<file path="src/logic/noc_pkg.sv">
package noc_pkg;

   ////////////////////////////////////////////////
   // widths
   ////////////////////////////////////////////////

   // one flit is one 16 bit word
   localparam int flit_w = 16;
   // x and y fields of the head flit
   localparam int coord_w = 4;
   // body length field, 0 to 15 body flits
   localparam int len_w = 4;
   // local, east, west, south, north
   localparam int num_ports = 5;

   ////////////////////////////////////////////////
   // output one-hot positions
   ////////////////////////////////////////////////

   localparam int port_local = 0;
   localparam int port_east  = 1;
   localparam int port_west  = 2;
   // y increasing goes south
   localparam int port_south = 3;
   localparam int port_north = 4;

   ////////////////////////////////////////////////
   // head flit fields
   ////////////////////////////////////////////////

   // destination x in bits 3..0
   localparam int dx_lsb = 0;
   // destination y in bits 7..4
   localparam int dy_lsb = 4;
   // body length in bits 11..8, bits 15..12 free payload
   localparam int len_lsb = 8;

   // wormhole fsm states, also traced by the testbench
   typedef enum logic [2:0] {
      idle,
      route,
      send,
      wait_ack_hi,
      wait_ack_lo,
      drop
   } fsm_state_t;

endpackage

</file>
<file path="src/logic/flit_if.sv">
`timescale 1ns/10ps

// flit link between two blocks
// at the chip ports this is a four-phase req/ack pair
// inside the port, req is a ready flag and ack a single-cycle pop
interface flit_if;

   // request or not-empty
   logic req;
   // acknowledge or pop
   logic ack;
   // data word, stable while req is high
   logic [noc_pkg::flit_w-1:0] flit;

   // side that offers flits
   modport sender (
      output req,
      output flit,
      input  ack
   );

   // side that takes flits
   modport receiver (
      input  req,
      input  flit,
      output ack
   );

endinterface

</file>
<file path="src/logic/flit_buffer.sv">
`timescale 1ns/10ps

// two entry circular fifo
// write side from the input handshake, read side on a flit link
module flit_buffer (
   input  logic                       clk,
   input  logic                       rst_n,
   input  logic                       wr_en,
   input  logic [noc_pkg::flit_w-1:0] wr_flit,
   output logic                       full,
   flit_if.sender                     rd
);

   // entry storage
   logic [noc_pkg::flit_w-1:0] mem [2];

   logic       wr_ptr;
   logic       rd_ptr;
   // 0, 1 or 2 entries
   logic [1:0] count;
   logic       pop;

   assign pop  = rd.ack;
   assign full = (count == 2'd2);

   // front entry and not-empty flag
   assign rd.req  = (count != 2'd0);
   assign rd.flit = mem[rd_ptr];

   always_ff @(posedge clk) begin
      if (wr_en) begin
         mem[wr_ptr] <= wr_flit;
      end
   end

   always_ff @(posedge clk or negedge rst_n) begin
      if (!rst_n) begin
         wr_ptr <= 1'b0;
         rd_ptr <= 1'b0;
         count  <= 2'd0;
      end else begin
         if (wr_en) begin
            wr_ptr <= ~wr_ptr;
         end
         if (pop) begin
            rd_ptr <= ~rd_ptr;
         end
         // count only moves when one side acts alone
         case ({wr_en, pop})
            2'b10:   count <= count + 2'd1;
            2'b01:   count <= count - 2'd1;
            default: count <= count;
         endcase
      end
   end

   // input control must respect full, fsm must respect empty
   a_no_overflow : assert property (@(posedge clk) disable iff (!rst_n) !(wr_en && full));
   a_no_underflow : assert property (@(posedge clk) disable iff (!rst_n) !(pop && !rd.req));

endmodule

</file>
<file path="src/logic/packet_counter.sv">
`timescale 1ns/10ps

// body flits still to go in the current packet
module packet_counter (
   input  logic                      clk,
   input  logic                      rst_n,
   input  logic                      load,
   input  logic [noc_pkg::len_w-1:0] len,
   input  logic                      step,
   output logic                      last,
   output logic [noc_pkg::len_w-1:0] remaining
);

   // zero left, the flit just done closes the packet
   assign last = (remaining == '0);

   always_ff @(posedge clk or negedge rst_n) begin
      if (!rst_n) begin
         remaining <= '0;
      end else if (load) begin
         // length field of the head flit
         remaining <= len;
      end else if (step) begin
         remaining <= remaining - 1'b1;
      end
   end

   // the fsm gates step with last, so the count never wraps
   a_no_wrap : assert property (@(posedge clk) disable iff (!rst_n) step |-> (remaining != '0));

endmodule

</file>
<file path="src/logic/router_in_port.sv">
`timescale 1ns/10ps

// one input port of a wormhole mesh router
module router_in_port #(
   parameter int node_x = 0,
   parameter int node_y = 1,
   parameter int mesh_x = 4,
   parameter int mesh_y = 4
) (
   input  logic                          clk,
   input  logic                          rst_n,
   input  logic                          in_req,
   output logic                          in_ack,
   input  logic [noc_pkg::flit_w-1:0]    in_flit,
   output logic [noc_pkg::num_ports-1:0] out_req,
   input  logic [noc_pkg::num_ports-1:0] out_ack,
   output logic [noc_pkg::flit_w-1:0]    out_flit
);

   // buffer front to fsm, ready and pop
   flit_if link ();

   logic                          req_sync;
   logic                          wr_en;
   logic                          full;
   logic [2*noc_pkg::coord_w-1:0] dest;
   logic [noc_pkg::num_ports-1:0] port_sel;
   logic                          off_mesh;
   logic                          cnt_load;
   logic                          cnt_step;
   logic                          cnt_last;
   logic [noc_pkg::len_w-1:0]     remaining;

   ////////////////////////////////////////////////
   // input four-phase control
   ////////////////////////////////////////////////

   // new request, ack still low, room in the buffer
   assign wr_en = req_sync && !in_ack && !full;

   always_ff @(posedge clk or negedge rst_n) begin
      if (!rst_n) begin
         req_sync <= 1'b0;
         in_ack   <= 1'b0;
      end else begin
         req_sync <= in_req;
         // set with the write, clear once req is seen low
         if (wr_en) begin
            in_ack <= 1'b1;
         end else if (!req_sync) begin
            in_ack <= 1'b0;
         end
      end
   end

   ////////////////////////////////////////////////
   // datapath blocks
   ////////////////////////////////////////////////

   flit_buffer i_flit_buffer (
      .clk     (clk),
      .rst_n   (rst_n),
      .wr_en   (wr_en),
      .wr_flit (in_flit),
      .full    (full),
      .rd      (link.sender)
   );

   xy_route_calc #(
      .node_x (node_x),
      .node_y (node_y),
      .mesh_x (mesh_x),
      .mesh_y (mesh_y)
   ) i_xy_route_calc (
      .dest     (dest),
      .port_sel (port_sel),
      .off_mesh (off_mesh)
   );

   // length taken from the head at the buffer front
   packet_counter i_packet_counter (
      .clk       (clk),
      .rst_n     (rst_n),
      .load      (cnt_load),
      .len       (link.flit[noc_pkg::len_lsb +: noc_pkg::len_w]),
      .step      (cnt_step),
      .last      (cnt_last),
      .remaining (remaining)
   );

   wormhole_fsm i_wormhole_fsm (
      .clk      (clk),
      .rst_n    (rst_n),
      .rd       (link.receiver),
      .port_sel (port_sel),
      .off_mesh (off_mesh),
      .cnt_load (cnt_load),
      .cnt_step (cnt_step),
      .cnt_last (cnt_last),
      .out_req  (out_req),
      .out_ack  (out_ack),
      .out_flit (out_flit),
      .dest     (dest)
   );

   // a dropped or delivered packet leaves the counter at zero
   a_idle_count : assert property (@(posedge clk) disable iff (!rst_n)
      (i_wormhole_fsm.state == noc_pkg::idle) |-> (remaining == '0));

endmodule

</file>
<file path="src/logic/wormhole_fsm.sv">
`timescale 1ns/10ps

// holds the route of one packet and runs the output handshakes
module wormhole_fsm (
   input  logic                          clk,
   input  logic                          rst_n,
   flit_if.receiver                      rd,
   input  logic [noc_pkg::num_ports-1:0] port_sel,
   input  logic                          off_mesh,
   output logic                          cnt_load,
   output logic                          cnt_step,
   input  logic                          cnt_last,
   output logic [noc_pkg::num_ports-1:0] out_req,
   input  logic [noc_pkg::num_ports-1:0] out_ack,
   output logic [noc_pkg::flit_w-1:0]    out_flit,
   output logic [2*noc_pkg::coord_w-1:0] dest
);

   noc_pkg::fsm_state_t state;

   // route of the head flit, kept for the body flits
   logic [noc_pkg::num_ports-1:0] port_q;
   // ack of the selected output only
   logic ack_hit;
   // next body flit can start
   logic launch;
   // off-mesh body flit can be dropped
   logic drop_pop;

   // head sits at the front while in route
   assign dest = rd.flit[2*noc_pkg::coord_w-1:0];

   assign ack_hit  = |(out_ack & port_q);
   assign launch   = (state == noc_pkg::wait_ack_lo) && !ack_hit && !cnt_last && rd.req;
   assign drop_pop = (state == noc_pkg::drop) && !cnt_last && rd.req;

   assign cnt_load = (state == noc_pkg::route);
   assign cnt_step = launch || drop_pop;

   ////////////////////////////////////////////////
   // buffer pop
   ////////////////////////////////////////////////

   // flit accepted, head of an off-mesh packet, or dropped body
   assign rd.ack = ((state == noc_pkg::route) && off_mesh) ||
                   (((state == noc_pkg::send) || (state == noc_pkg::wait_ack_hi)) && ack_hit) ||
                   drop_pop;

   ////////////////////////////////////////////////
   // state and output registers
   ////////////////////////////////////////////////

   always_ff @(posedge clk or negedge rst_n) begin
      if (!rst_n) begin
         state    <= noc_pkg::idle;
         port_q   <= '0;
         out_req  <= '0;
         out_flit <= '0;
      end else begin
         case (state)
            noc_pkg::idle: begin
               // head flit at the front
               if (rd.req) begin
                  state <= noc_pkg::route;
               end
            end
            noc_pkg::route: begin
               port_q <= port_sel;
               if (off_mesh) begin
                  state <= noc_pkg::drop;
               end else begin
                  // offer the head
                  out_flit <= rd.flit;
                  out_req  <= port_sel;
                  state    <= noc_pkg::send;
               end
            end
            // first cycle of an offer, then keep waiting
            noc_pkg::send, noc_pkg::wait_ack_hi: begin
               if (ack_hit) begin
                  out_req <= '0;
                  state   <= noc_pkg::wait_ack_lo;
               end else begin
                  state <= noc_pkg::wait_ack_hi;
               end
            end
            noc_pkg::wait_ack_lo: begin
               // receiver done, packet over or next body flit
               if (!ack_hit && cnt_last) begin
                  state <= noc_pkg::idle;
               end else if (launch) begin
                  out_flit <= rd.flit;
                  out_req  <= port_q;
                  state    <= noc_pkg::send;
               end
            end
            noc_pkg::drop: begin
               // all body flits popped
               if (cnt_last) begin
                  state <= noc_pkg::idle;
               end
            end
            default: begin
               state <= noc_pkg::idle;
            end
         endcase
      end
   end

   // one output at a time, data held during the request
   a_req_onehot : assert property (@(posedge clk) disable iff (!rst_n) $onehot0(out_req));
   a_flit_hold : assert property (@(posedge clk) disable iff (!rst_n)
      (|out_req) |=> $stable(out_flit));

endmodule

</file>
<file path="src/logic/xy_route_calc.sv">
`timescale 1ns/10ps

// dimension-order routing for one node of the mesh
// x is resolved first, then y
module xy_route_calc #(
   parameter int node_x = 0,
   parameter int node_y = 1,
   parameter int mesh_x = 4,
   parameter int mesh_y = 4
) (
   input  logic [2*noc_pkg::coord_w-1:0] dest,
   output logic [noc_pkg::num_ports-1:0] port_sel,
   output logic                          off_mesh
);

   // destination coordinates, zero extended for compare
   int dx;
   int dy;

   assign dx = int'(dest[noc_pkg::dx_lsb +: noc_pkg::coord_w]);
   assign dy = int'(dest[noc_pkg::dy_lsb +: noc_pkg::coord_w]);

   // either coordinate outside the mesh
   assign off_mesh = (dx >= mesh_x) || (dy >= mesh_y);

   ////////////////////////////////////////////////
   // port select
   ////////////////////////////////////////////////

   always_comb begin
      port_sel = '0;
      if (!off_mesh) begin
         // x first
         if (dx > node_x) begin
            port_sel[noc_pkg::port_east] = 1'b1;
         end else if (dx < node_x) begin
            port_sel[noc_pkg::port_west] = 1'b1;
         // x matches, then y
         end else if (dy > node_y) begin
            port_sel[noc_pkg::port_south] = 1'b1;
         end else if (dy < node_y) begin
            port_sel[noc_pkg::port_north] = 1'b1;
         end else begin
            // both match, deliver here
            port_sel[noc_pkg::port_local] = 1'b1;
         end
      end
   end

endmodule

</file>
<file path="config.mk">
export PLATFORM = sky130hd
export DESIGN_NAME = router_in_port
export DESIGN_NICKNAME = d
export VERILOG_FILES = /design/src/logic/noc_pkg.sv /design/src/logic/flit_if.sv /design/src/logic/flit_buffer.sv /design/src/logic/packet_counter.sv /design/src/logic/router_in_port.sv /design/src/logic/wormhole_fsm.sv /design/src/logic/xy_route_calc.sv
export SDC_FILE = /design/constraint.sdc
export NUM_CORES = 1
export LEC_CHECK = 0
export BUFFER_PORTS_ARGS = -buffer_cell sky130_fd_sc_hd__buf_2
export CAP_MARGIN = 25
export CELL_PAD_IN_SITES_DETAIL_PLACEMENT = 0
export CELL_PAD_IN_SITES_GLOBAL_PLACEMENT = 1
export CORE_ASPECT_RATIO = 1.25
export CORE_MARGIN = 5
export CORE_UTILIZATION = 50
export DETAILED_ROUTE_END_ITERATION = 8
export PLACE_DENSITY = 0.85
export SLEW_MARGIN = 20
export SYNTH_ARGS = -nofsm -noshare
export SYNTH_HDL_FRONTEND = slang
export SYNTH_SLANG_ARGS = --single-unit
</file>
<file path="constraint.sdc">
create_clock -name clk -period 4.8 [get_ports clk]
set_input_delay 0.72 -clock clk [delete_from_list [all_inputs] [get_ports clk]]
set_output_delay 0.72 -clock clk [all_outputs]
set_load 0.01 [all_outputs]
</file>
== Yosys cells after proc, flatten, opt, wreduce, memory -nomap -nowiden ==
Memories as Yosys holds them, arrays and structs flattened.
Cells that the tools add are included.

* Memories: 1
* Register bits: 39
* Logic and storage cells: 105
* Output and inout port bits: 22
* Latch bits: 0
* Bits in writable memories: 32
* Memory bits (read-only): 0

{| class="wikitable"
|+ Memory list
! memory !! depth !! bits a word !! read ports !! clocked after memory_dff !! wr ports !! RTL line !! source
|-
| i_flit_buffer.mem || 2 || 16 || 1 || 0 || 1 || flit_buffer.sv:15 || <nowiki>logic [noc_pkg::flit_w-1:0] mem [2];</nowiki>
|}

* Bitwise logic cells: 3
* Eq/ne operators: 16
* Order comparisons: 6
* Multiplexer cells: 35
* Multiply operators: 0
* Add/subtract/negate cells: 3
* Shifts and indexed selects: 0
* Div/mod/pow operators: 0
* Reduce and logical (&&, ||, !) cells: 31

{| class="wikitable"
|+ Operator list
! kind !! count
|-
| 16-bit 2-to-1 mux || 3
|-
| 16-bit case mux with 2 select lines || 1
|-
| 5-bit 2-to-1 mux || 5
|-
| 3-bit 2-to-1 mux || 7
|-
| 3-bit case mux with 5 select lines || 1
|-
| 5-bit case mux with 3 select lines || 1
|-
| 1-bit 2-to-1 mux || 13
|-
| 1-bit logical AND || 10
|-
| 2-bit by 1-bit != test with 1-bit output, second input constant || 5
|-
| 4-bit by 3-bit >= comparator with 1-bit output, second input constant || 2
|-
| 4-bit by 1-bit greater-than comparator with 1-bit output, second input constant || 2
|-
| 4-bit by 1-bit less-than comparator with 1-bit output, second input constant || 2
|-
| 4-bit 2-to-1 mux || 2
|-
| 2-bit nonzero test || 4
|-
| 3-bit by 2-bit == test with 1-bit output, second input constant || 2
|-
| 3-bit == test, second input constant || 2
|-
| 5-bit AND || 1
|-
| 1-bit logical OR || 5
|-
| 5-bit AND reduction || 1
|-
| 5-bit OR reduction || 1
|-
| 2-bit == test, second input constant || 2
|-
| 1-bit logical NOT || 4
|-
| 4-bit logical NOT || 1
|-
| 2-bit != test, second input constant || 2
|-
| 14 further kinds || 15
|}

== Longest topological paths before layout ==
Gate-level depths: netlist (run 1).

* Depth in word-level cells: 9
* Gate-level depth with buffers: 9
* Mapped depth without buffers: 9

== Hierarchy ==
Synthesis (run 1) repeated with hierarchy kept, for this count alone.

* Cells, all modules: 223
* Area, all modules: 3,305.7 um^2

{| class="wikitable"
|+ Modules (own cells, without submodules)
! module !! cells an instance !! area an instance (um^2) !! instances
|-
| wormhole_fsm || 121 || 1,517.7 || 1
|-
| flit_buffer || 66 || 1,392.6 || 1
|-
| packet_counter || 21 || 230.2 || 1
|-
| xy_route_calc || 10 || 91.3 || 1
|-
| router_in_port || 5 || 73.8 || 1
|}

== Least setup slack after synthesis (run 1) ==
Ideal clock, no wire load.

* Path kind: input port to flip-flop
* Start: input port out_ack[3] in the netlist's numbering
* End: register i_flit_buffer.count[1]
* Data required time: 4.675 ns
* Library setup time: 0.125 ns
* Arrival: 1.911 ns
* Setup slack: 2.764 ns
* Cell stages on the path: 8
* Cell sequence: a22oi_4 and2_2 o22a_1 o21ai_0 ha_1 xnor2_1 nor2_1 xor2_1

* Cells in the longest elaborated chain, start to end: 7
* Elaborated cells between the ends (all ways): 9

{| class="wikitable"
|+ RTL lines
! element !! RTL line !! source
|-
| start: declaration || router_in_port.sv:16 || <nowiki>input logic [noc_pkg::num_ports-1:0] out_ack,</nowiki>
|-
| 5-bit AND (*) || wormhole_fsm.sv:33 || <nowiki>assign ack_hit = |(out_ack & port_q);</nowiki>
|-
| 5-bit OR reduction (*) || wormhole_fsm.sv:33 ||
|-
| 1-bit logical AND (*) || wormhole_fsm.sv:46 || <nowiki>(((state == noc_pkg::send) || (state == noc_pkg::wait_ack_hi)) && ack_hit) ||</nowiki>
|-
| 1-bit logical OR (*) || wormhole_fsm.sv:45 || <nowiki>assign rd.ack = ((state == noc_pkg::route) && off_mesh) ||</nowiki>
|-
| 1-bit logical OR (*) || wormhole_fsm.sv:46 ||
|-
| 2-bit by 1-bit == test with 1-bit output / 2-bit == test (equally long branches) || flit_buffer.sv:49 || <nowiki>case ({wr_en, pop})</nowiki>
|-
| 2-bit case mux with 2 select lines / 2-bit nonzero test (equally long branches) || - ||
|-
| end signal: assignment || flit_buffer.sv:50 || <nowiki>2'b10: count <= count + 2'd1;</nowiki>
|-
| end signal: assignment || flit_buffer.sv:51 || <nowiki>2'b01: count <= count - 2'd1;</nowiki>
|-
| end signal: assignment || flit_buffer.sv:52 || <nowiki>default: count <= count;</nowiki>
|-
| end: declaration || flit_buffer.sv:20 || <nowiki>logic [1:0] count;</nowiki>
|}

Every way passes the cells marked *; elsewhere a longest branch is shown, timed or not.
A chain may end at the register's enable or synchronous reset.

== Worst setup path in the final report (run 1) ==
* Start: register i_flit_buffer.rd_ptr
* End: register i_flit_buffer.count[1]

* Cells in the longest elaborated chain, start to end: 8
* Elaborated cells between the ends (all ways): 11

{| class="wikitable"
|+ RTL lines
! element !! RTL line !! source
|-
| start: declaration || flit_buffer.sv:18 || <nowiki>logic rd_ptr;</nowiki>
|-
| start signal: assignment || flit_buffer.sv:46 || <nowiki>rd_ptr <= ~rd_ptr;</nowiki>
|-
| memory read 2 x 16 bit (*) || - ||
|-
| 4-bit by 3-bit >= comparator with 1-bit output || xy_route_calc.sv:24 || <nowiki>assign off_mesh = (dx >= mesh_x) || (dy >= mesh_y);</nowiki>
|-
| 1-bit logical OR (*) || xy_route_calc.sv:24 ||
|-
| 1-bit logical AND (*) || wormhole_fsm.sv:45 ||
|-
| 1-bit logical OR (*) || wormhole_fsm.sv:45 ||
|-
| 1-bit logical OR (*) || wormhole_fsm.sv:46 ||
|-
| 2-bit by 1-bit == test with 1-bit output / 2-bit == test (equally long branches) || flit_buffer.sv:49 ||
|-
| 2-bit case mux with 2 select lines / 2-bit nonzero test (equally long branches) || - ||
|}

Marked as above.

==> reports/metrics.yaml, run 1 <==
outcome:
  status: "complete, no violations"
setup_path:
  crit_type: "reg2reg"
  r2r_slack_ps: 2290
  reg2reg_from: "i_flit_buffer.rd_ptr"
  critPathBufInv: 1
  cp_top_family: "flip-flops"
  cp_cell_sequence: "inv_1 > mux2_4 > o22a_1 > o21ai_0 > ha_1 > nor2_1 > xor2_1"
  crit_arrival_ps: 2770
  worst_ep_required_time_ps: 5060
  critPathMaxFanout: 20
  critPathMaxStageDelay_ps: 850
  cp_slowest_cell: "dfrtp_1"
  start_kind: "flip-flop"
  end_kind: "flip-flop"
  cp-startpoint: "i_flit_buffer.rd_ptr"
routing:
  wl_um: 5540
  initialDrtViolationCount: 72
  wire_per_inst_um: 15.3
  vias: 1875
  routed_via_density: 5.19
  drc: 0
  ant_nets: 0
  drtPass1Iterations: 4
clocking:
  post_cts_resized: 0
  cts_setup_buffers: 0
  max-clock-path-buffers: 2
  cts-root-buf: "clkbuf_8"
  cts_buffers: 9
  cts_tree: "built"
  clk_pin_slew_ps: 70
  htree_levels: 3
  clk_latency_ps: 340
  cts.hold.buffers_added: 0
  cts_sinks: 69
logic_synthesis:
  yosysWarnings: 0
  syn_area_sq_um: 3100
  ys_ff_latch: 69
  async_flop_share_pct: 53.6
  ys_types: 49
  synth_area_per_cell_sq_um: 14.1
  ys.flop_type: "dfrtp_1"
  ys_seq_area_share_pct: 60.9
  synthCells: 220
  synth_edf_count: 32
  synth.most_common_cell: "dfrtp_1"
  synthTopCellsByArea: "edfxtp_1 31%, dfrtp_1 30%, mux2_2 8.4%, mux2_4 5.3%, nand2_1 1.9%"
  syn_nets: 246
  synth_common_cells: "37 x dfrtp_1, 32 x edfxtp_1, 23 x mux2_2"
  yosys.area.top_type: "edfxtp_1"
  synth_top_area_share_pct: 31.0
timing:
  finalSetupViolCount: 0
  period_share_pct: 52.4
  finalCriticalPeriod_ps: 2510
  hold_violations: 0
  relSlewSlack_pct: 42.0
  skew_ps: 7.70
  timing.final.max_slew_violations: 0
  finalSetupTns_ps: 0
  fmax_ghz: 0.398
  worst_slew_pin_slew_ps: 869
  rsz0062_at_grt: "false"
final_layout:
  drive_gt1_share_pct: 39.9
  antenna_cells: 0
  synthToLayoutAreaGrowth_pct: 16.2
  multi_input_area_sq_um: 1150
  fin_nets: 297
  fillers: 508
  ff_latch_area_sq_um: 1890
  final_cells: 361
floorplan:
  core_sq_um: 6090
  start_util_pct: 50.9
  dieArea_sq_um: 7880
  die_w_um: 80.4
  io_pins: 46
  rows: 32
  chipHeight_um: 98.0
min_path:
  hp-start: "req_sync"
  hold_path.class: "reg2reg"
global_routing:
  grt_overflow: 0
  groute.usage.overall_pct: 15.4
  antenna_found_initial: 0
  grt_pass1_vias: 1950
  grt_pass1_wl_um: 9350
  grt_max_degree: 38
run:
  maxCapViolCount: 0
pwr:
  p_int_mw: 1.54
  leakage_nw: 1.49
  clkPwrFrac_pct: 19.7
  sw_frac_of_total_pct: 34.5
  seq_power_share_pct: 41.3
  peakVddDrop_uv: 340
  switchingPower_mw: 0.811
  p_per_area_nw_per_um2: 653
  combPwrFrac_pct: 39.0
place:
  place_congestion: 0.759
  hpwl_um: 3970
  dp_cells: 345
  port_buffers: 43
-- layer usage --
metal  global-route usage [%]  routed length (um)  vias up
met2                     25.8                2870       37
met5                        0                   0        -
met3                     3.78                 245        8
met1                     19.0                2310      923
li1                         -                   -      907
met4                     6.24                 106        0
-- worst paths after layout --
kind,depth (start not counted),to
max in group asynchronous,1,i_wormhole_fsm.out_flit[10]
min in group asynchronous,1,i_flit_buffer.count[0]
hold / removal,1,in_ack
setup / recovery,7,i_flit_buffer.count[1]
setup reg to reg,7,i_flit_buffer.count[1]
hold reg to reg,1,in_ack
-- registers in the layout, summed over array words and instances, names as in the netlist --
name	count
in_ack	1
i_flit_buffer.count	2
i_flit_buffer.rd_ptr	1
req_sync	1
i_wormhole_fsm.out_req	4
i_wormhole_fsm.out_flit	16
i_wormhole_fsm.state	3
i_wormhole_fsm.port_q	4
i_packet_counter.remaining	4
i_flit_buffer.wr_ptr	1
i_flit_buffer.mem	32
-- final cells by class --
cell class / count / share of cell area, %
inverters: 5 / 0.522
flip-flops and latches: 69 / 52.4
repair buffers: 46 / 6.71
multi-input cells: 140 / 31.8
clock inverters: 7 / 2.09
well taps: 85 / 2.96
clock buffers: 9 / 3.44
-- power by group through the flow --
stage	registers [mW]	clock network, mW	logic [mW]
4_1_cts	0.972	0.473	0.932
2_1_floorplan	0.959	0	0.709
3_3_place_gp	0.976	0	0.905
6_report	0.969	0.463	0.917
5_1_grt	1.00	0.503	1.01
3_5_place_dp	0.982	0	0.928
-- layout by cell type, fill, tap and decap left out, types with 2 or more instances in the layout --
cell      Yosys  layout
a21oi_1       3       3
a22oi_4       2       2
a31oi_1       2       2
buf_2         3      43
buf_4         1       2
clkbuf_8      0       9
clkinv_2      0       2
clkinv_4      0       3
dfrtp_1      37      37
edfxtp_1     32      32
ha_1          2       2
inv_1         5       5
mux2_2       23      23
mux2_4       11      11
nand2_1      16      16
nand2_2       2       2
nand2b_1      6       6
nand3b_1      3       3
nor2_1       13      13
nor3_1        4       4
nor3b_1       2       2
nor4_1        2       2
o21a_1        5       5
o21ai_0      10      10
o32a_1        3       3
xnor2_1       6       6
xor2_1        2       2
-- kinds of logic (layout without fill, tap and decap cells) --
logic type	count (synthesis)	count (layout)	share of synthesized area (%)
AOI/OAI and AO/OA	36	36	9.73
muxes	36	36	14.4
xor gates and xnor gates	8	8	2.26
DFF	69	69	60.9
other	1	1	0.121
and+or+nand+nor	57	57	9.69
buffers and inverters	11	67	2.10
adders and majority gates	2	2	0.808
-- metrics by stage --
stage               setup WS (ps)  power [mW]  instance area (sq um)  util [%]  hold WS, ps
global placement             2080        1.88                   3390      55.7          464
floorplan                    2760        1.67                   3100         -          424
finish                       2290        2.35                   3600      59.1          485
global route                 2110        2.52                   3600      59.1          469
CTS                          2250        2.38                   3600      59.1          478
detailed placement           2220        1.91                   3400      55.9          473
Note: power is estimated with default switching activity, not from simulation.
==> inputs of run 2 (changes only) <==
--- a/config.mk
+++ b/config.mk
@@ -11,9 +11,9 @@
 export CELL_PAD_IN_SITES_GLOBAL_PLACEMENT = 1
 export CORE_ASPECT_RATIO = 1.25
 export CORE_MARGIN = 5
-export CORE_UTILIZATION = 50
+export CORE_UTILIZATION = 42
 export DETAILED_ROUTE_END_ITERATION = 8
-export PLACE_DENSITY = 0.85
+export PLACE_DENSITY = 0.76
 export SLEW_MARGIN = 20
 export SYNTH_ARGS = -nofsm -noshare
 export SYNTH_HDL_FRONTEND = slang
==> constraint.sdc (replaced) <==
create_clock -name clk -period 2.14 [get_ports clk]
set_input_delay 0.321 -clock clk [delete_from_list [all_inputs] [get_ports clk]]
set_output_delay 0.321 -clock clk [all_outputs]
set_load 0.01 [all_outputs]
==> reports/metrics.yaml, run 2 (same netlist as run 1, synthesis figures left out) <==
final_layout:
  multi_input_area_sq_um: 1180  # +2.6%
  synthToLayoutAreaGrowth_pct: 24.9
  drive_gt1_share_pct: 45.4  # +5.5 points
  fin_nets: 325  # +9.4%
  largest-register: "i_flit_buffer.mem"
  final_cell_mix: "43 x buf_2, 37 x dfrtp_1, 32 x edfxtp_1"
  final_cells: 396  # +9.7%
  reg.largest.list: "i_flit_buffer.mem (32), i_wormhole_fsm.out_flit (16)"
  fin_util_pct: 53.2  # -5.9 points
  final_common_cell: "buf_2"
  fillers: 654  # +29%
  largest_reg_flops: 32  # unchanged
  ff_latch_area_sq_um: 1890  # unchanged
  antenna_cells: 0  # unchanged
setup_path:
  rr_worst_depth: 8  # +1
  crit_arrival_ps: 2240  # -530 ps
  crit_type: "reg2reg"
  reg2reg_from: "i_packet_counter.remaining[0]"
  start_kind: "flip-flop"
  critPathMaxFanout: 4  # -80%
  r2r_slack_ps: 120  # -2160 ps
  worst_ep_required_time_ps: 2360  # -2700 ps
  end_kind: "flip-flop"
  r2r-end: "i_wormhole_fsm.out_req[1]"
global_routing:
  gr-max-usage-layer: "met2"
  antenna_found_initial: 0  # unchanged
  groute.usage.overall_pct: 14.1  # -1.4 points
  grt_pass1_vias: 2076  # +6.5%
  grt_overflow: 0  # unchanged
  use_met3_pct: 4.11  # +0.33 points
  grt_max_degree: 38  # unchanged
  grt_pass1_wl_um: 10000  # +7.1%
  use_met1_pct: 17.1  # -1.9 points
  grt_use_met2_pct: 23.2  # -2.6 points
place:
  hpwl_um: 4250  # +7.1%
  dp_slack_ps: -225  # -2440 ps
  place_congestion: 0.834  # +10%
  dp_cells: 376  # +9.0%
  port_buffers: 43  # unchanged
outcome:
  status: "complete, no violations"
clocking:
  clk_latency_ps: 340  # about the same
  max-clock-path-buffers: 2  # unchanged
  cts-root-buf: "clkbuf_8"
  clk_pin_slew_ps: 70  # about the same
  cts_tree: "built"
  htree_levels: 3  # unchanged
  cts.hold.buffers_added: 0  # unchanged
  cts_sinks: 69  # unchanged
  cts_buffers: 9  # unchanged
timing:
  finalWorstSetupSlack_ps: 121  # -2160 ps
  hold_ws_ps: 20.8  # -464 ps
  rsz0062_at_grt: "false"
  skew_ps: 8.50  # +0.799 ps
  timing.final.max_slew_violations: 0  # unchanged
  hold_violations: 0  # unchanged
  fmax_ghz: 0.495  # +25%
  finalCriticalPeriod_ps: 2020  # -496 ps
  period_share_pct: 94.3  # +42 points
  finalSetupViolCount: 0  # unchanged
routing:
  initialDrtViolationCount: 54  # -25%
  ant_nets: 0  # unchanged
  vias: 1957  # +4.4%
  drc: 0  # unchanged
  wl_um: 5950  # +7.6%
  routed_via_density: 4.94  # -4.9%
  drtPass1Iterations: 4  # unchanged
  wire_per_inst_um: 15.0  # -2.0%
floorplan:
  core_sq_um: 7270  # +19%
  dieArea_sq_um: 9200  # +17%
  chipHeight_um: 106  # +8.2%
  start_util_pct: 42.6  # -8.3 points
  io_pins: 46  # unchanged
  die_w_um: 86.8  # +8.0%
  rows: 35  # +9.4%
pwr:
  leakage_nw: 1.64  # +9.7%
  p_per_area_nw_per_um2: 1490  # +130%
  peakVddDrop_uv: 777  # +130%
  power_mw: 5.75  # +140%
run:
  maxCapViolCount: 0  # unchanged
min_path:
  hold_path.class: "in2async"
run 2: worst max path at each step:
| stage | to | start | slack (ps) | cells past startpoint |
|---|---|---|---|---|
| 6_report | i_wormhole_fsm.out_req[1] | i_packet_counter.remaining[0] | 120 | 8 |
| 5_1_grt | i_wormhole_fsm.out_req[1] | i_packet_counter.remaining[1] | 2 | 8 |
| 4_1_cts | i_wormhole_fsm.out_req[1] | i_packet_counter.remaining[0] | 70 | 8 |
| 3_5_place_dp | i_wormhole_fsm.out_flit[13] | i_packet_counter.remaining[0] | -230 | 6 |
| 3_3_place_gp | i_wormhole_fsm.out_flit[13] | i_packet_counter.remaining[0] | -150 | 6 |
| 2_1_floorplan | i_flit_buffer.count[1] | i_flit_buffer.mem[0][2] | 280 | 8 |
run 2: repair_timing:
item | in CTS | in global routing
setup endpoints to repair | 17 | 2
pin swaps | 1 | 1
resized for setup | 2 | 3
setup buffers | 2 | 2
run 2: layout make-up:
type | count | share of cell area, %
inverters | 5 | 0.485
multi-input cells | 140 | 30.4
repair buffers | 74 | 11.9
flip-flops and latches | 69 | 48.8
clock buffers | 9 | 3.20
clock inverters | 7 | 2.30
well taps | 92 | 2.97
run 2: power breakdown:
| part | leakage, nW | internal [mW] | total (mW) | switching [mW] |
|---|---|---|---|---|
| sequential | 0.741 | 1.83 | 2.06 | 0.229 |
| clock | 0.105 | 0.650 | 1.14 | 0.488 |
| combinational | 0.792 | 1.35 | 2.55 | 1.20 |
run 2: metrics by stage:
step                area [sq um]  TNS (ps)
floorplan                   3100         0
global placement            3580     -1790
detailed placement          3580     -2870
CTS                         3840         0
global route                3870         0
finish                      3870         0
run 2: worst max-delay path, stage by stage (launching register included):
cell and delay (ps):
dfrtp_1 380, inv_1 80, ha_1 180, or3b_1 370, nand2_1 150, buf_4 130, o31a_1 210, a21oi_2 80
mux2_1 320
run 2: layer usage:
| metal | up-vias | wire length [um] |
|---|---|---|
| met5 | - | 0 |
| met1 | 943 | 2560 |
| met2 | 39 | 3010 |
| li1 | 966 | - |
| met4 | 0 | 113 |
| met3 | 9 | 269 |
